## src/verilog/board_pkg.sv

```systemverilog
// Board configuration constants for the network card shell

package board_pkg;

    // Network ports, one RGB status LED each
    localparam integer PORT_CNT = 4;

    // Core clock and serial rate
    localparam integer CLK_FREQ_HZ = 125_000_000;
    localparam integer UART_BAUD = 115_200;

    // Clock cycles per UART bit, rounded to the nearest integer
    localparam integer UART_PRESCALE = (CLK_FREQ_HZ + UART_BAUD / 2) / UART_BAUD;

    // Flops in the reset synchronizer
    localparam integer RST_SYNC_LEN = 4;

    // Blink half-periods in clock cycles
    // 1 Hz on the board
    localparam integer BLINK_HALF_HW = 62_500_000;
    // Short enough to watch several phases in simulation
    localparam integer BLINK_HALF_SIM = 64;

endpackage

```

## src/verilog/led_pkg.sv

```systemverilog
// Port LED colour types and the layout of the host command byte

package led_pkg;

    // One RGB status LED
    typedef struct packed {
        logic r;
        logic g;
        logic b;
    } rgb_t;

    // Command byte bits 7..2
    // bits 7..6 port, bit 5 blink, bits 4..2 red, green, blue
    typedef struct packed {
        logic [1:0] port;
        logic       blink;
        rgb_t       color;
    } port_cmd_t;

    // Stored status of one port
    typedef struct packed {
        rgb_t color;
        logic blink;
    } port_state_t;

    // Reserved bits 1..0 must be zero in a valid command
    localparam logic [7:0] CMD_RSVD_MASK = 8'h03;

    // Reply to a malformed command
    localparam logic [7:0] NAK_BYTE = 8'hFF;

endpackage

```

## src/verilog/sync_reset.sv

```systemverilog
// Reset synchronizer with asynchronous assert and synchronous release

`resetall
`timescale 1ns/10ps
`default_nettype none

module sync_reset (
    input  logic clk_125mhz,
    input  logic rst_n,
    output logic rst_out_n
);

    logic [board_pkg::RST_SYNC_LEN-1:0] sync_reg;

    // Ones shift in from the bottom once the board reset is gone
    always_ff @(posedge clk_125mhz or negedge rst_n) begin
        if (!rst_n) begin
            sync_reg <= '0;
        end else begin
            sync_reg <= {sync_reg[board_pkg::RST_SYNC_LEN-2:0], 1'b1};
        end
    end

    assign rst_out_n = sync_reg[board_pkg::RST_SYNC_LEN-1];

endmodule

`resetall

```

## src/verilog/uart_rx.sv

```systemverilog
// UART 8N1 receiver, samples each bit at its middle and strobes the byte

`resetall
`timescale 1ns/10ps
`default_nettype none

module uart_rx (
    input  logic       clk_125mhz,
    input  logic       rst_n,
    input  logic       uart_rxd,
    output logic [7:0] rx_data,
    output logic       rx_valid
);

    typedef logic [$clog2(board_pkg::UART_PRESCALE)-1:0] cnt_t;

    typedef enum logic [1:0] {
        RX_IDLE,
        RX_START,
        RX_DATA,
        RX_STOP
    } rx_state_t;

    rx_state_t  state;
    cnt_t       bit_cnt;
    logic [2:0] bit_idx;
    logic [7:0] shift_reg;
    logic [1:0] rxd_sync;
    logic       rxd_last;
    logic       rxd;

    // Two flop synchronizer for the asynchronous line
    always_ff @(posedge clk_125mhz or negedge rst_n) begin
        if (!rst_n) begin
            rxd_sync <= 2'b11;
            rxd_last <= 1'b1;
        end else begin
            rxd_sync <= {rxd_sync[0], uart_rxd};
            rxd_last <= rxd_sync[1];
        end
    end

    assign rxd = rxd_sync[1];

    always_ff @(posedge clk_125mhz or negedge rst_n) begin
        if (!rst_n) begin
            state    <= RX_IDLE;
            bit_cnt  <= '0;
            bit_idx  <= '0;
            rx_valid <= 1'b0;
        end else begin
            rx_valid <= 1'b0;
            if (bit_cnt != '0) begin
                bit_cnt <= bit_cnt - cnt_t'(1);
            end
            case (state)
                RX_IDLE: begin
                    // Falling edge starts a frame, wait half a bit
                    if (rxd_last && !rxd) begin
                        state   <= RX_START;
                        bit_cnt <= cnt_t'(board_pkg::UART_PRESCALE / 2 - 1);
                    end
                end
                RX_START: begin
                    if (bit_cnt == '0) begin
                        // Glitch if the line went back high
                        if (!rxd) begin
                            state   <= RX_DATA;
                            bit_idx <= '0;
                            bit_cnt <= cnt_t'(board_pkg::UART_PRESCALE - 1);
                        end else begin
                            state <= RX_IDLE;
                        end
                    end
                end
                RX_DATA: begin
                    if (bit_cnt == '0) begin
                        bit_idx <= bit_idx + 3'd1;
                        bit_cnt <= cnt_t'(board_pkg::UART_PRESCALE - 1);
                        if (bit_idx == 3'd7) begin
                            state <= RX_STOP;
                        end
                    end
                end
                RX_STOP: begin
                    if (bit_cnt == '0) begin
                        // Framing error drops the byte silently
                        rx_valid <= rxd;
                        state    <= RX_IDLE;
                    end
                end
                default: state <= RX_IDLE;
            endcase
        end
    end

    // LSB arrives first
    always_ff @(posedge clk_125mhz) begin
        if (state == RX_DATA && bit_cnt == '0) begin
            shift_reg <= {rxd, shift_reg[7:1]};
        end
        if (state == RX_STOP && bit_cnt == '0) begin
            rx_data <= shift_reg;
        end
    end

    a_rx_valid_single: assert property (
        @(posedge clk_125mhz) disable iff (!rst_n) rx_valid |=> !rx_valid
    );

endmodule

`resetall

```

## src/verilog/uart_tx.sv

```systemverilog
// UART 8N1 transmitter, sends one byte per start strobe

`resetall
`timescale 1ns/10ps
`default_nettype none

module uart_tx (
    input  logic       clk_125mhz,
    input  logic       rst_n,
    input  logic [7:0] tx_data,
    input  logic       tx_start,
    output logic       uart_txd,
    output logic       tx_busy
);

    typedef logic [$clog2(board_pkg::UART_PRESCALE)-1:0] cnt_t;

    cnt_t       bit_cnt;
    logic [3:0] bits_left;
    // Data bits followed by the stop bit
    logic [8:0] shift_reg;

    always_ff @(posedge clk_125mhz or negedge rst_n) begin
        if (!rst_n) begin
            uart_txd  <= 1'b1;
            tx_busy   <= 1'b0;
            bit_cnt   <= '0;
            bits_left <= '0;
        end else if (!tx_busy) begin
            if (tx_start) begin
                // Start bit goes out right away
                uart_txd  <= 1'b0;
                tx_busy   <= 1'b1;
                bit_cnt   <= cnt_t'(board_pkg::UART_PRESCALE - 1);
                bits_left <= 4'd9;
            end
        end else if (bit_cnt != '0) begin
            bit_cnt <= bit_cnt - cnt_t'(1);
        end else if (bits_left == '0) begin
            // Stop bit has run its full length
            tx_busy <= 1'b0;
        end else begin
            uart_txd  <= shift_reg[0];
            bits_left <= bits_left - 4'd1;
            bit_cnt   <= cnt_t'(board_pkg::UART_PRESCALE - 1);
        end
    end

    always_ff @(posedge clk_125mhz) begin
        if (!tx_busy && tx_start) begin
            shift_reg <= {1'b1, tx_data};
        end else if (tx_busy && bit_cnt == '0) begin
            shift_reg <= {1'b1, shift_reg[8:1]};
        end
    end

    // The core has no back-pressure, a start while busy would be lost
    a_no_start_busy: assert property (
        @(posedge clk_125mhz) disable iff (!rst_n) tx_start |-> !tx_busy
    );

endmodule

`resetall

```

## src/verilog/fpga_core.sv

```systemverilog
// Control core: UART command decode, port LED status and blink, echo or NAK reply

`resetall
`timescale 1ns/10ps
`default_nettype none

module fpga_core #(
    parameter logic SIM = 1'b0
) (
    input  logic                            clk_125mhz,
    input  logic                            rst_n,
    input  logic                            uart_rxd,
    output logic                            uart_txd,
    output logic [board_pkg::PORT_CNT-1:0]  port_led_stat_r,
    output logic [board_pkg::PORT_CNT-1:0]  port_led_stat_g,
    output logic [board_pkg::PORT_CNT-1:0]  port_led_stat_b
);

    localparam integer BLINK_HALF = SIM ? board_pkg::BLINK_HALF_SIM : board_pkg::BLINK_HALF_HW;

    typedef logic [$clog2(BLINK_HALF)-1:0] blink_cnt_t;

    logic [7:0]             rx_data;
    logic                   rx_valid;
    logic [7:0]             tx_data;
    logic                   tx_start;
    logic                   tx_busy;
    led_pkg::port_cmd_t     cmd;
    logic                   cmd_bad;
    led_pkg::port_state_t   port_state [board_pkg::PORT_CNT];
    logic [board_pkg::PORT_CNT-1:0] port_on;
    blink_cnt_t             blink_cnt;
    logic                   blink_phase;

    uart_rx uart_rx_inst (
        .clk_125mhz (clk_125mhz),
        .rst_n      (rst_n),
        .uart_rxd   (uart_rxd),
        .rx_data    (rx_data),
        .rx_valid   (rx_valid)
    );

    uart_tx uart_tx_inst (
        .clk_125mhz (clk_125mhz),
        .rst_n      (rst_n),
        .tx_data    (tx_data),
        .tx_start   (tx_start),
        .uart_txd   (uart_txd),
        .tx_busy    (tx_busy)
    );

    assign cmd     = led_pkg::port_cmd_t'(rx_data[7:2]);
    assign cmd_bad = (rx_data & led_pkg::CMD_RSVD_MASK) != 8'h00;

    // State update and reply start, one cycle after the strobe
    always_ff @(posedge clk_125mhz or negedge rst_n) begin
        if (!rst_n) begin
            for (int i = 0; i < board_pkg::PORT_CNT; i++) begin
                port_state[i] <= '0;
            end
            tx_start <= 1'b0;
        end else begin
            tx_start <= 1'b0;
            if (rx_valid) begin
                // Reply is dropped while the transmitter is still sending
                tx_start <= !tx_busy;
                if (!cmd_bad) begin
                    port_state[cmd.port].color <= cmd.color;
                    port_state[cmd.port].blink <= cmd.blink;
                end
            end
        end
    end

    always_ff @(posedge clk_125mhz) begin
        if (rx_valid) begin
            tx_data <= cmd_bad ? led_pkg::NAK_BYTE : rx_data;
        end
    end

    // Shared blink phase for all ports
    always_ff @(posedge clk_125mhz or negedge rst_n) begin
        if (!rst_n) begin
            blink_cnt   <= '0;
            blink_phase <= 1'b0;
        end else if (blink_cnt == blink_cnt_t'(BLINK_HALF - 1)) begin
            blink_cnt   <= '0;
            blink_phase <= !blink_phase;
        end else begin
            blink_cnt <= blink_cnt + blink_cnt_t'(1);
        end
    end

    always_comb begin
        for (int i = 0; i < board_pkg::PORT_CNT; i++) begin
            // Steady ports stay lit, blinking ones only in the high phase
            port_on[i] = !port_state[i].blink || blink_phase;
            port_led_stat_r[i] = port_state[i].color.r && port_on[i];
            port_led_stat_g[i] = port_state[i].color.g && port_on[i];
            port_led_stat_b[i] = port_state[i].color.b && port_on[i];
        end
    end

    for (genvar i = 0; i < board_pkg::PORT_CNT; i++) begin : g_state_chk
        a_state_on_cmd: assert property (
            @(posedge clk_125mhz) disable iff (!rst_n)
            !$stable(port_state[i]) |-> $past(rx_valid)
        );
    end

endmodule

`resetall

```

## src/verilog/fpga.sv

```systemverilog
// Board top of the network card, ties reset synchronizer and core to the pins

`resetall
`timescale 1ns/10ps
`default_nettype none

module fpga #(
    parameter logic SIM = 1'b0
) (
    input  logic                            clk_125mhz,
    input  logic                            rst_n,
    input  logic                            uart_rxd,
    output logic                            uart_txd,
    output logic [board_pkg::PORT_CNT-1:0]  dsfp_led_r,
    output logic [board_pkg::PORT_CNT-1:0]  dsfp_led_g,
    output logic [board_pkg::PORT_CNT-1:0]  dsfp_led_b
);

    // Local core reset, released in step with the clock
    logic rst_core_n;

    sync_reset sync_reset_inst (
        .clk_125mhz (clk_125mhz),
        .rst_n      (rst_n),
        .rst_out_n  (rst_core_n)
    );

    fpga_core #(
        .SIM(SIM)
    ) core_inst (
        .clk_125mhz      (clk_125mhz),
        .rst_n           (rst_core_n),
        .uart_rxd        (uart_rxd),
        .uart_txd        (uart_txd),
        // Status LEDs of the optical cages
        .port_led_stat_r (dsfp_led_r),
        .port_led_stat_g (dsfp_led_g),
        .port_led_stat_b (dsfp_led_b)
    );

endmodule

`resetall

```

## config.mk

```make
export PLATFORM = sky130hd
export DESIGN_NAME = fpga
export DESIGN_NICKNAME = d
export VERILOG_FILES = /design/src/verilog/board_pkg.sv /design/src/verilog/led_pkg.sv /design/src/verilog/sync_reset.sv /design/src/verilog/uart_rx.sv /design/src/verilog/uart_tx.sv /design/src/verilog/fpga_core.sv /design/src/verilog/fpga.sv
export SDC_FILE = /design/constraint.sdc
export NUM_CORES = 1
export LEC_CHECK = 0
export BUFFER_PORTS_ARGS = -buffer_cell sky130_fd_sc_hd__buf_2
export CAP_MARGIN = 20
export CORE_MARGIN = 8
export CORE_UTILIZATION = 35
export DETAILED_ROUTE_END_ITERATION = 7
export GPL_TIMING_DRIVEN = 0
export PLACE_DENSITY = 0.56
export SYNTH_ARGS = -nofsm -noshare
export SYNTH_HDL_FRONTEND = slang
export SYNTH_HIERARCHICAL = 1
export SYNTH_SLANG_ARGS = --single-unit
```

## constraint.sdc

```tcl
create_clock -name clk_125mhz -period 2.92 [get_ports clk_125mhz]
set_input_delay 0.584 -clock clk_125mhz [delete_from_list [all_inputs] [get_ports clk_125mhz]]
set_output_delay 0.584 -clock clk_125mhz [all_outputs]
set_load 0.005 [all_outputs]
```

* Word-level counts from Yosys, hierarchy flattened
Cells that the tools add are included.
Cells by class: $add $sub $neg 5, multiply operators 0, divide/modulo/power cells 0, order comparisons 2, eq/ne operators 14, shift-type cells 0, mux-type cells 45, bitwise gates (word level) 2, reduce and logical (&&, ||, !) cells 44
Operators by type and width (number):
- $mux 11 | 9
- $pmux 11 s3 | 1
- $bwmux 16 | 2
- $add 26x1->26 const B | 1
- $eq 26x26->1 const B | 1
- $mux 26 | 1
- $logic_not 11->1 | 2
- $reduce_bool 11->1 | 2
- $sub 11x1->11 const B | 2
- $mux 4 | 5
- $logic_and 1x1->1 | 18
- $demux 4 s2 | 2
- $mux 8 | 2
- $ne 2x2->1 const B | 8
- $mux 1 | 12
- $mux 2 | 6
- $mux 3 | 3
- $pmux 2 s4 | 1
- $reduce_bool 8->1 | 1
- $logic_not 1->1 | 7
- $pmux 3 s2 | 1
- $reduce_bool 2->1 | 3
- $reduce_and 5->1 | 1
- $eq 2x2->1 const B | 2
- 15 further kinds | 19
Storage, ports and cells: register bits after elaboration 117, latch bits 0, memory bits (writable) 0, memory bits (read-only) 0, input port bits 3, output and inout bits 13, logic and storage cells 146, memories kept 0

* Depth between registers and ports, before layout
Gate-level depths: netlist of the first run.
depth after elaboration 7, gate-level depth with buffers 11, depth with buffers taken out 9

* By module
The synthesis of the first run kept the hierarchy.
Modules (own cells, without submodules):
- fpga_core | instances 1, cells each 212, area each 2484.9 sq um, sequential area each 1341.3 sq um
- uart_rx | instances 1, cells each 130, area each 1637.8 sq um, sequential area each 984.7 sq um
- uart_tx | instances 1, cells each 122, area each 1333.8 sq um, sequential area each 666.9 sq um
- sync_reset | instances 1, cells each 5, area each 103.8 sq um, sequential area each 100.1 sq um

* Worst setup path before layout of the first run
Ideal clock, no wire load.
path type register -> register, start register core_inst.uart_rx_inst.bit_cnt[0], end register core_inst.uart_rx_inst.bit_cnt[0], setup time 0.138 ns, arrival time 2.354 ns, required time 2.782 ns, setup slack 0.428 ns, cell stages (with the launch flop) 12, buffers on the path 2, period minus slack after synthesis 2.492 ns, path through dfrtp_1 -> inv_1 -> ha_1 -> nor3b_2 -> and3_1 -> buf_6 -> inv_2 -> buf_6 -> ha_1 -> inv_1 -> a31o_2 -> mux4_2
Between the ends: longest elaborated chain between the ends 5, elaborated cells between the ends (all ways) 9, classes of those cells add/sub: 1; mux: 6; reduce/logical: 2
RTL lines:
- start: declaration | RTL line uart_rx.sv:25 | cnt_t bit_cnt;
- start signal: assignment | RTL line uart_rx.sv:54 | bit_cnt <= bit_cnt - cnt_t'(1);
- start signal: assignment | RTL line uart_rx.sv:61 | bit_cnt <= cnt_t'(board_pkg::UART_PRESCALE / 2 - 1);
- start signal: assignment | RTL line uart_rx.sv:70 | bit_cnt <= cnt_t'(board_pkg::UART_PRESCALE - 1);
- $sub 11x1->11 / $reduce_bool 11->1 (equally long branches) | RTL line uart_rx.sv:54, uart_rx.sv:53
- $mux 11 | RTL line uart_rx.sv:53 | if (bit_cnt != '0) begin
- $mux 11 | RTL line uart_rx.sv:67 | if (!rxd) begin
- $mux 11 | RTL line uart_rx.sv:65 | if (bit_cnt == '0) begin
- $pmux 11 s3 * | RTL line uart_rx.sv:56 | case (state)
Mark *: on every way between the ends. The rest lies on a longest branch, timed or not. A chain may end at the register's enable or synchronous reset.

* Final worst setup path of the first run
Ends and elaborated chain as after synthesis.

==> impl_metrics.csv, run 1 <==
group,metric,value,unit
timing,tns,0,ns
drt,via_per_inst,5.08,
yosys,yosys.area.top_type_share,0.365,
yosys,yosysWarnings,6,
setup_path,worstSetupPathType,"register to register",
floorplan,start_util,0.354,
global_route,grt_overflow_total,0,
timing,fin_skew,0.0123,ns
finish,stdcell_count,734,
drt,drc,0,
setup_path,crit_required,3.21,ns
global_route,first_global_vias,3895,
setup_path,crit_family,"simple AND/OR/NAND/NOR gates",
pwr,power.density,716,nW/um^2
clock_tree,cts_buffer_depth,2,
yosys,postSynth.asyncResetShare,0.726,
clock_tree,cts_max_level,4,
drt,wl_per_cell,15.1,um
timing,setup_viol,0,
timing,rsz0062_at_grt,"no",
finish,design_area,6530,um^2
pwr,leakage,0.00281,uW
floorplan,die_w,142,um
floorplan,dieArea,20200,um^2
setup_path,cp.arrival,2.99,ns
yosys,synth_cells,469,
setup_path,start_kind,"register",
global_route,antenna_found_initial,0,
timing,holdWs,0.174,ns
clock_tree,cts_root_buffer,"clkbuf_16",
setup_path,cp_max_fo,10,
yosys,yosys.area.top_type,"dfrtp_1",
outcome,status,"complete, no violations",
global_route,grt_use_total,0.120,
clock_tree,cts_buffers,17,
setup_path,cp-end-kind,"register",
pwr,ir_drop,0.401,mV
finish,regMostFlops,"core_inst/blink_cnt",
placed_design,portBuffers,15,
timing,max_freq,370,MHz
floorplan,io_pins,16,
clock_tree,cts_tree,"yes",
yosys,synth_edf_count,32,
drt,vias,3729,
finish,fillerInstances,1485,
timing,finalCriticalPeriod,2.70,ns
drt,routed_wl,11.1,mm
clock_tree,clkLatencyLatePin,0.42,ns
timing,relSlewSlack,0.538,
floorplan,core.rowCount,46,
yosys,ys_types,73,
finish,nets,517,
floorplan,core-area,15700,um^2
timing,finalCritPeriodShare,0.925,
yosys,synth_top_flop_cell,"dfrtp_1",
floorplan,fp.dieH,142,um
setup_path,cp_slowest_cell,"mux4_2",
placed_design,globalplace.congestion,0.781,
setup_path,crit_buf_inv,5,
finish,n_antenna_cell,0,
global_route,grt_pass1_wl,19.0,mm
placed_design,place_worst_setup_slack,0.183,ns
drt,drtIter0Drc,148,
yosys,ys_seq_area_frac,0.556,
yosys,synth_seq_cells,117,
drt,ant_nets,0,
clock_tree,clk_pin_slew_worst_paths,0.06,ns
flow_run,max_cap_viol_count,0,
finish,largest_reg_flops,26,
finish,final_layout_size_suffix_gt1_frac,0.222,
global_route,grt_max_degree,71,
yosys,yosys-top-cells-area,"dfrtp_1 36%, edfxtp_1 17%, mux2_2 4.9%",
setup_path,slowest_delay,0.45,ns
yosys,syn_avg_cell_area,11.9,um^2
placed_design,hpwl,7.57,mm
worst_hold_path,hold_class,"register to async pin",
setup_path,path_cells,"inv_1 > ha_1 > nor3b_4 > and3_1 > buf_6 > inv_2 > buf_6 > ha_1 > inv_1 > a31o_2 > mux4_2",
clock_tree,clkSinkCount,117,
placed_design,placed_cell_area,5940,um^2
placed_design,place_inst,701,
finish,syn_to_final_growth,17.4,%
timing,maxSlewViolCount,0,
finish,reg.largest.list,"core_inst/blink_cnt x26, core_inst/port_state x16",
drt,dr.pass1.iters,5,
timing,setup_ws,0.220,ns
yosys,syn_nets,481,
timing,tightest_slew,0.691,ns
timing,hold_viol,0,
yosys,netlist_area,5560,um^2
[layout by cell type, fill, tap and decap left out, types with 6 or more instances in the layout]
cell       Yosys  final
dfrtp_1       81     80
edfxtp_1      32     32
nor2_1        30     30
nand2_1       24     24
mux2_2        24     24
buf_2          6     21
o21ai_0       19     19
inv_1         18     18
clkbuf_16      0     17
nand3_1       15     15
and2_1        15     15
or3_1         15     15
a21oi_1       14     14
xor2_1        11     11
nor3_1        10     10
xnor2_1       10     10
and3_1         9      9
nand4_1        9      9
ha_1           9      9
nand2b_1       7      7
mux2i_1        6      6
[worst paths after layout]
path | from | endpoint | slack [ns] | depth (start not counted)
max in group asynchronous | sync_reset_inst/sync_reg[3] | core_inst/uart_rx_inst/rxd_sync[0] | 2.11 | 1
max | core_inst/uart_rx_inst/bit_cnt[0] | core_inst/uart_rx_inst/bit_cnt[0] | 0.22 | 11
min in group clk_125mhz | uart_rxd | core_inst/uart_rx_inst/rxd_sync[0] | 0.26 | 1
max reg2reg | core_inst/uart_rx_inst/bit_cnt[0] | core_inst/uart_rx_inst/bit_cnt[0] | 0.22 | 11
min reg2reg | sync_reset_inst/sync_reg[3] | core_inst/uart_tx_inst/bit_cnt[10] | 0.17 | 0
min | sync_reset_inst/sync_reg[3] | core_inst/uart_tx_inst/bit_cnt[10] | 0.17 | 0
[cell usage after synthesis, drive strengths merged (2+ instances only)]
library cell,count
dfrtp,81
ha,9
o221a,2
mux2,24
or3,15
nor2,31
a31oi,4
o311ai,2
dfstp,4
o21ai,20
xor2,11
a21o,5
o31a,2
or3b,3
or4,6
nor2b,3
and2,16
and4,4
nand2,25
xnor2,10
inv,20
clkbuf,2
o22ai,4
nor3b,6
a31o,3
o21bai,2
mux2i,6
nand4,14
o32ai,2
nand2b,7
edfxtp,32
nand3,15
and3,10
buf,13
nor4b,3
a21oi,15
o31ai,4
nor4,6
nor3,12
[per-layer routing]
layer | vias up | global-route usage | wire, um
li1 | 1820 | - | -
met3 | 12 | 0.0416 | 463
met5 | - | 0 | 0
met2 | 50 | 0.186 | 5140
met1 | 1847 | 0.150 | 5380
met4 | 0 | 0.0475 | 106
[what timing repair did]
item                                   in CTS  in global routing
hold buffers                                1                  0
setup buffers                               0                  0
setup endpoints to repair                   0                  1
endpoints found under the hold margin       4                  0
gates resized for setup                     0                  1
[stage by stage]
stage	utilization	total power [uW]
after floorplan	-	2530
after global placement	0.376	2660
after detailed placement	0.378	2690
after CTS	0.415	4730
after global routing	0.415	4920
final	0.415	4680
[layout make-up]
type / instances / area [um^2] / share of cell area
Sequential cell: 117 / 3100 / 0.474
Clock buffer: 18 / 439 / 0.0673
Timing Repair Buffer: 17 / 113 / 0.0173
Tap cell: 216 / 270 / 0.0414
Buffer: 15 / 109 / 0.0167
Inverter: 20 / 75.1 / 0.0115
Multi-Input combinational cell: 317 / 2290 / 0.351
Clock inverter: 14 / 135 / 0.0207
[kinds of logic after synthesis]
| logic type | share of synthesized area |
|---|---|
| other cells | 0.000674 |
| simple gates | 0.205 |
| flops | 0.556 |
| buf+inv | 0.0331 |
| fa+ha+maj | 0.0203 |
| compound gates | 0.0887 |
| mux | 0.0635 |
| xor+xnor | 0.0331 |
[report_power, final]
part / internal, uW / switching (uW) / leakage (uW) / total, uW
sequential: 1800 / 164 / 0.00141 / 1960
clock: 1270 / 731 / 0.000273 / 2000
combinational: 349 / 370 / 0.00113 / 719
total: 3410 / 1260 / 0.00281 / 4680
No activity file was read; power rests on OpenSTA's default activity.
==> inputs of run 2 (changes only) <==
--- a/config.mk
+++ b/config.mk
@@ -7,10 +7,9 @@
 export LEC_CHECK = 0
 export BUFFER_PORTS_ARGS = -buffer_cell sky130_fd_sc_hd__buf_2
 export CAP_MARGIN = 20
-export CORE_MARGIN = 8
+export CORE_MARGIN = 3
 export CORE_UTILIZATION = 35
 export DETAILED_ROUTE_END_ITERATION = 7
-export GPL_TIMING_DRIVEN = 0
 export PLACE_DENSITY = 0.56
 export SYNTH_ARGS = -nofsm -noshare
 export SYNTH_HDL_FRONTEND = slang
==> run 2 against run 1 <==
Net effect: global-route usage increased by 1.2 points; register-to-register slack better by 0.07 ns; clock skew fell by 0.0013 ns; utilization increased by 0.65 points; sequential cell count unchanged; combinational power fell by 4.5%; routed wire length fell by 2.5%; critical path type unchanged; largest cell class unchanged.
==> impl_metrics.csv, run 2 (synthesized netlist as in run 1, its figures left out) <==
group,metric,value,unit
pwr,p_total,4830,uW
finish,n_antenna_cell,0,
placed_design,placed_cell_area,5820,um^2
clock_tree,cts_resized,0,
finish,fillerInstances,1426,
timing,fin_skew,0.0110,ns
drt,ant_nets,0,
floorplan,core.rowCount,45,
timing,finalCritPeriodShare,0.901,
setup_path,worstSetupPathType,"register to register",
floorplan,core-area,15400,um^2
global_route,first_global_vias,3727,
pwr,switching_share,0.257,
setup_path,cp_max_fo,11,
drt,drc,0,
drt,wl_per_cell,15.1,um
timing,finalCriticalPeriod,2.63,ns
timing,tightest_slew,0.686,ns
drt,dr.pass1.iters,4,
finish,seqCellArea,3100,um^2
setup_path,path_cells,"inv_1 > ha_1 > nor3b_2 > and3_1 > inv_2 > ha_1 > inv_1 > a31o_2 > mux4_2",
drt,drtIter0Drc,183,
finish,design_area,6480,um^2
drt,vias,3676,
clock_tree,clk_pin_slew_worst_paths,0.06,ns
pwr,ir_drop,0.442,mV
floorplan,dieArea,17400,um^2
timing,maxSlewViolCount,0,
placed_design,hpwl,7.28,mm
setup_path,crit_required,3.19,ns
clock_tree,cts_tree,"yes",
timing,max_freq,380,MHz
outcome,status,"complete, no violations",
timing,tns,0,ns
clock_tree,clkSinkCount,117,
global_route,grt_max_degree,82,
global_route,grt_use_total,0.132,
pwr,power_frac_comb,0.142,
drt,via_per_inst,5.12,
clock_tree,cts_buffer_depth,2,
pwr,p_switching,1240,uW
global_route,grt_pass1_wl,18.5,mm
clock_tree,post_cts_buffers,0,
clock_tree,cts_buffers,17,
clock_tree,cts_root_buffer,"clkbuf_16",
finish,final_common_cell,"dfrtp_1",
pwr,seqPwrFrac,0.411,
setup_path,cp-startpoint,"core_inst/uart_rx_inst/bit_cnt[1]",
finish,nets,506,
flow_run,max_cap_viol_count,0,
pwr,power.density,745,nW/um^2
worst_hold_path,hold_class,"input pin to register",
placed_design,portBuffers,15,
timing,relSlewSlack,0.542,
pwr,leakage,0.00279,uW
timing,hold_viol,0,
drt,routed_wl,10.8,mm
floorplan,io_pins,16,
finish,final_layout_size_suffix_gt1_frac,0.209,
global_route,grt_overflow_total,0,
setup_path,start_kind,"register",
floorplan,die_w,132,um
clock_tree,cts_max_level,4,
finish,reg.largest.list,"core_inst/blink_cnt x26, core_inst/port_state x16",
finish,regMostFlops,"core_inst/blink_cnt",
setup_path,cp.arrival,2.90,ns
finish,layout_common_cells,"80 x dfrtp_1, 32 x edfxtp_1, 30 x nor2_1, 24 x nand2_1, 24 x mux2_2",
setup_path,cp-end-kind,"register",
setup_path,r2r_slack,0.29,ns
floorplan,start_util,0.362,
timing,setup_viol,0,
clock_tree,clkLatencyLatePin,0.41,ns
floorplan,fp.dieH,132,um
timing,rsz0062_at_grt,"no",
setup_path,crit_family,"simple AND/OR/NAND/NOR gates",
pwr,power_frac_clock,0.446,
placed_design,globalplace.congestion,0.799,
finish,largest_reg_flops,26,
worst_hold_path,hp-start,"uart_rxd",
finish,multi_input_area,2280,um^2
global_route,antenna_found_initial,0,
setup_path,crit_buf_inv,3,
finish,syn_to_final_growth,16.6,%
setup_path,cp_slowest_cell,"mux4_2",
setup_path,slowest_delay,0.45,ns
pwr,p_int,3590,uW
setup_path,r2r_start,"core_inst/uart_rx_inst/bit_cnt[1]",
==> run 2: cell types whose count changed in the layout (fill, tap and decap cells not counted), sizes merged <==
cell	change
clkbuf	+4
clkinvlp	-3
buf	-9
clkinv	-3
inv	-1
bufinv	+1
==> run 2: final timing paths <==
| check | depth (start not counted) | to |
|---|---|---|
| worst min register to register | 0 | core_inst/port_state[15] |
| max in group asynchronous | 1 | core_inst/uart_tx_inst/uart_txd |
| worst max register to register | 9 | core_inst/uart_rx_inst/bit_cnt[0] |
| min in group asynchronous | 0 | core_inst/port_state[15] |
| worst min-delay path | 1 | core_inst/uart_rx_inst/rxd_sync[0] |
| worst max-delay path | 9 | core_inst/uart_rx_inst/bit_cnt[0] |
==> run 2: repair_timing <==
| item | in CTS | in global routing |
|---|---|---|
| endpoints found under the setup margin | 0 | 0 |
| hold endpoints to repair | 4 | 0 |
| hold buffers | 1 | 0 |
==> run 2: power by group through the flow <==
| stage | Combinational (uW) | Clock, uW | Sequential (uW) |
|---|---|---|---|
| CTS | 672 | 2210 | 2000 |
| detailed placement | 667 | 0 | 2020 |
| finish | 687 | 2160 | 1990 |
| global placement | 649 | 0 | 2010 |
| floorplan | 572 | 0 | 1960 |
| global route | 780 | 2310 | 2010 |
==> run 2: metrics by stage <==
| stage | util | worst slack [ns] | instances | hold WS [ns] |
|---|---|---|---|---|
| final | 0.422 | 0.288 | 718 | 0.275 |
| after global routing | 0.422 | 0.154 | 718 | 0.258 |
| after CTS | 0.420 | 0.306 | 717 | 0.254 |
| after detailed placement | 0.379 | 0.344 | 684 | 0.336 |
| after global placement | 0.379 | 0.416 | 684 | 0.336 |
| after floorplan | - | 0.428 | 469 | 0.288 |
==> run 2: cell type report <==
class,instances,area share
repair buffers,21,0.0220
inverters,20,0.0116
clock inverters,8,0.0187
flip-flops and latches,117,0.478
multi-input cells,317,0.352
clock buffers,24,0.0774
well taps,211,0.0407
==> run 2: per-layer routing <==
| metal | routed length, um | global-route usage |
|---|---|---|
| met1 | 5260 | 0.181 |
| met2 | 4990 | 0.197 |
| met3 | 422 | 0.0393 |
| met4 | 142 | 0.0513 |
| met5 | 0 | 0 |
==> inputs of run 3 (changes only) <==
--- a/config.mk
+++ b/config.mk
@@ -13,5 +13,4 @@
 export PLACE_DENSITY = 0.56
 export SYNTH_ARGS = -nofsm -noshare
 export SYNTH_HDL_FRONTEND = slang
-export SYNTH_HIERARCHICAL = 1
 export SYNTH_SLANG_ARGS = --single-unit
==> run 3 against run 2 <==
Net effect: via count is 1.6% lower; fmax is 4.8% higher; area after synthesis is 4.8% lower; first-iteration DRC count is 27% higher; sequential share of layout area is 1.1 points higher; clock power is 13% higher; die area is 4.6% lower; worst setup slack better by 0.12 ns; total power is 3.5% higher; design area is 2.3% lower; largest cell class unchanged; largest power group unchanged.
==> impl_metrics.csv, run 3 <==
group,metric,value,unit
clock_tree,clk_pin_slew_worst_paths,0.05,ns
clock_tree,cts_max_level,4,
floorplan,start_util,0.361,
setup_path,cp_max_fo,7,
timing,tightest_slew,0.767,ns
yosys,synth_edf_count,32,
clock_tree,cts_tree,"yes",
setup_path,worstSetupPathType,"register to register",
yosys,syn_avg_cell_area,11.6,um^2
yosys,synth_top_flop_cell,"dfrtp_1",
yosys,synthTopCellsByCount,"81 x dfrtp_1, 32 x edfxtp_1, 30 x nor2_1",
pwr,seqPwrFrac,0.392,
timing,max_freq,398,MHz
clock_tree,cts_root_buffer,"clkbuf_16",
setup_path,path_cells,"inv_1 > ha_1 > or4b_4 > o41ai_1 > nand2b_1 > o31ai_1",
finish,n_antenna_cell,0,
global_route,first_global_vias,3647,
worst_hold_path,hold_class,"register to async pin",
finish,fillerInstances,1338,
timing,maxSlewViolCount,0,
finish,layout_common_cells,"80 x dfrtp_1, 32 x edfxtp_1, 30 x nor2_1, 23 x mux2_2, 20 x o21ai_0",
finish,regMostFlops,"core_inst.blink_cnt",
floorplan,dieArea,16600,um^2
placed_design,placed_cell_area,5590,um^2
outcome,status,"complete, no violations",
timing,setup_viol,0,
pwr,p_switching,1220,uW
timing,finalCritPeriodShare,0.860,
global_route,antenna_found_initial,0,
setup_path,crit_required,3.24,ns
yosys,yosys.area.top_type_share,0.383,
global_route,grt_overflow_total,0,
finish,largest_reg_flops,26,
yosys,postSynth.asyncResetShare,0.726,
drt,wl_per_cell,15.0,um
yosys,synth_cells,455,
setup_path,crit_family,"compound AO/OA/AOI/OAI gates",
timing,hold_viol,0,
yosys,syn_nets,466,
timing,finalCriticalPeriod,2.51,ns
floorplan,die_w,129,um
finish,reg.largest.list,"core_inst.blink_cnt x26, core_inst.port_state x16",
setup_path,cp.arrival,2.83,ns
setup_path,slowest_delay,0.67,ns
placed_design,portBuffers,15,
setup_path,cp-end-kind,"register",
clock_tree,clkLatencyLatePin,0.41,ns
placed_design,globalplace.congestion,0.818,
clock_tree,cts_buffers,17,
placed_design,place_worst_setup_slack,0.405,ns
clock_tree,cts_buffer_depth,2,
finish,final_layout_size_suffix_gt1_frac,0.191,
pwr,p_int,3780,uW
pwr,power.density,789,nW/um^2
timing,rsz0062_at_grt,"no",
timing,relSlewSlack,0.488,
yosys,yosysWarnings,0,
drt,routed_wl,10.2,mm
floorplan,core-area,14600,um^2
setup_path,cp_slowest_cell,"o41ai_1",
yosys,synth_seq_cells,117,
setup_path,start_kind,"register",
yosys,synth_most_common_cell,"dfrtp_1",
finish,stdcell_count,681,
setup_path,crit_buf_inv,1,
yosys,ys_seq_area_frac,0.584,
flow_run,max_cap_viol_count,0,
drt,vias,3617,
pwr,power_frac_comb,0.118,
floorplan,core.rowCount,44,
floorplan,fp.dieH,129,um
drt,drc,0,
yosys,yosys.area.top_type,"dfrtp_1",
drt,dr.pass1.iters,5,
finish,design_area,6330,um^2
pwr,leakage,0.00269,uW
finish,final_common_cell,"dfrtp_1",
finish,syn_to_final_growth,19.7,%
placed_design,place_inst,646,
clock_tree,clkSinkCount,117,
timing,fin_skew,0.0135,ns
yosys,yosys-top-cells-area,"dfrtp_1 38%, edfxtp_1 18%, mux2_2 4.9%",
drt,via_per_inst,5.31,
pwr,switching_share,0.244,
pwr,ir_drop,0.407,mV
global_route,grt_max_degree,82,
yosys,ys_types,55,
pwr,p_total,5000,uW
clock_tree,post_cts_buffers,0,
yosys,netlist_area,5290,um^2
global_route,grt_use_total,0.135,
floorplan,io_pins,16,
global_route,grt_pass1_wl,17.5,mm
timing,tns,0,ns
pwr,power_frac_clock,0.490,
finish,nets,495,
placed_design,hpwl,6.85,mm
timing,setup_ws,0.408,ns
drt,ant_nets,0,
drt,drtIter0Drc,233,
## run 3: cell type report
class	instances	area, um^2	area share
Tap cell	184	230	0.0363
Multi-Input combinational cell	305	2060	0.326
Clock buffer	17	425	0.0672
Clock inverter	15	277	0.0436
Sequential cell	117	3100	0.489
Inverter	17	63.8	0.0101
Timing Repair Buffer	26	178	0.0280
## run 3: through the flow
| stage | util | hold WS, ns |
|---|---|---|
| finish | 0.433 | 0.244 |
| global route | 0.433 | 0.245 |
| CTS | 0.430 | 0.252 |
| detailed placement | 0.382 | 0.341 |
| global placement | 0.382 | 0.337 |
| floorplan | - | 0.288 |
## run 3: cells by family after synthesis
group,share of synthesized area
AO/OA/AOI/OAI,0.0941
XOR/XNOR,0.0314
adder cells (fa/ha/maj),0.0189
buffers and inverters,0.0255
flip-flops,0.584
multiplexers,0.0546
other,0.000709
AND/OR/NAND/NOR,0.190
## run 3: timing repair
action	in CTS	in global routing
hold buffers	1	0
endpoints found under the hold margin	4	0
resized for setup	0	0
## run 3: power by group through the flow
stage                     clock network [uW]  registers, uW  logic, uW
after floorplan                            0           1930        474
after global placement                     0           2000        559
after detailed placement                   0           2000        569
after CTS                               2500           1970        574
after global routing                    2580           1990        680
final                                   2450           1960        589
## run 3: metal layers
layer	part of all wire	track usage
met1	0.48	0.177
met2	0.48	0.207
met3	0.037	0.0482
met4	0.0079	0.0500
met5	0	0
## run 3: worst paths after layout
path | start | endpoint | slack [ns] | cells after the start
worst min-delay path | sync_reset_inst.sync_reg[3] | core_inst.uart_tx_inst.bit_cnt[7] | 0.24 | 0
worst max register to register | core_inst.uart_tx_inst.bit_cnt[0] | core_inst.uart_tx_inst.bits_left[1] | 0.41 | 6
max in group asynchronous | sync_reset_inst.sync_reg[3] | core_inst.uart_rx_inst.rxd_last | 2.02 | 1
min in group clk_125mhz | uart_rxd | core_inst.uart_rx_inst.rxd_sync[0] | 0.27 | 1
worst min register to register | sync_reset_inst.sync_reg[3] | core_inst.uart_tx_inst.bit_cnt[7] | 0.24 | 0
worst max-delay path | core_inst.uart_tx_inst.bit_cnt[0] | core_inst.uart_tx_inst.bits_left[1] | 0.41 | 6
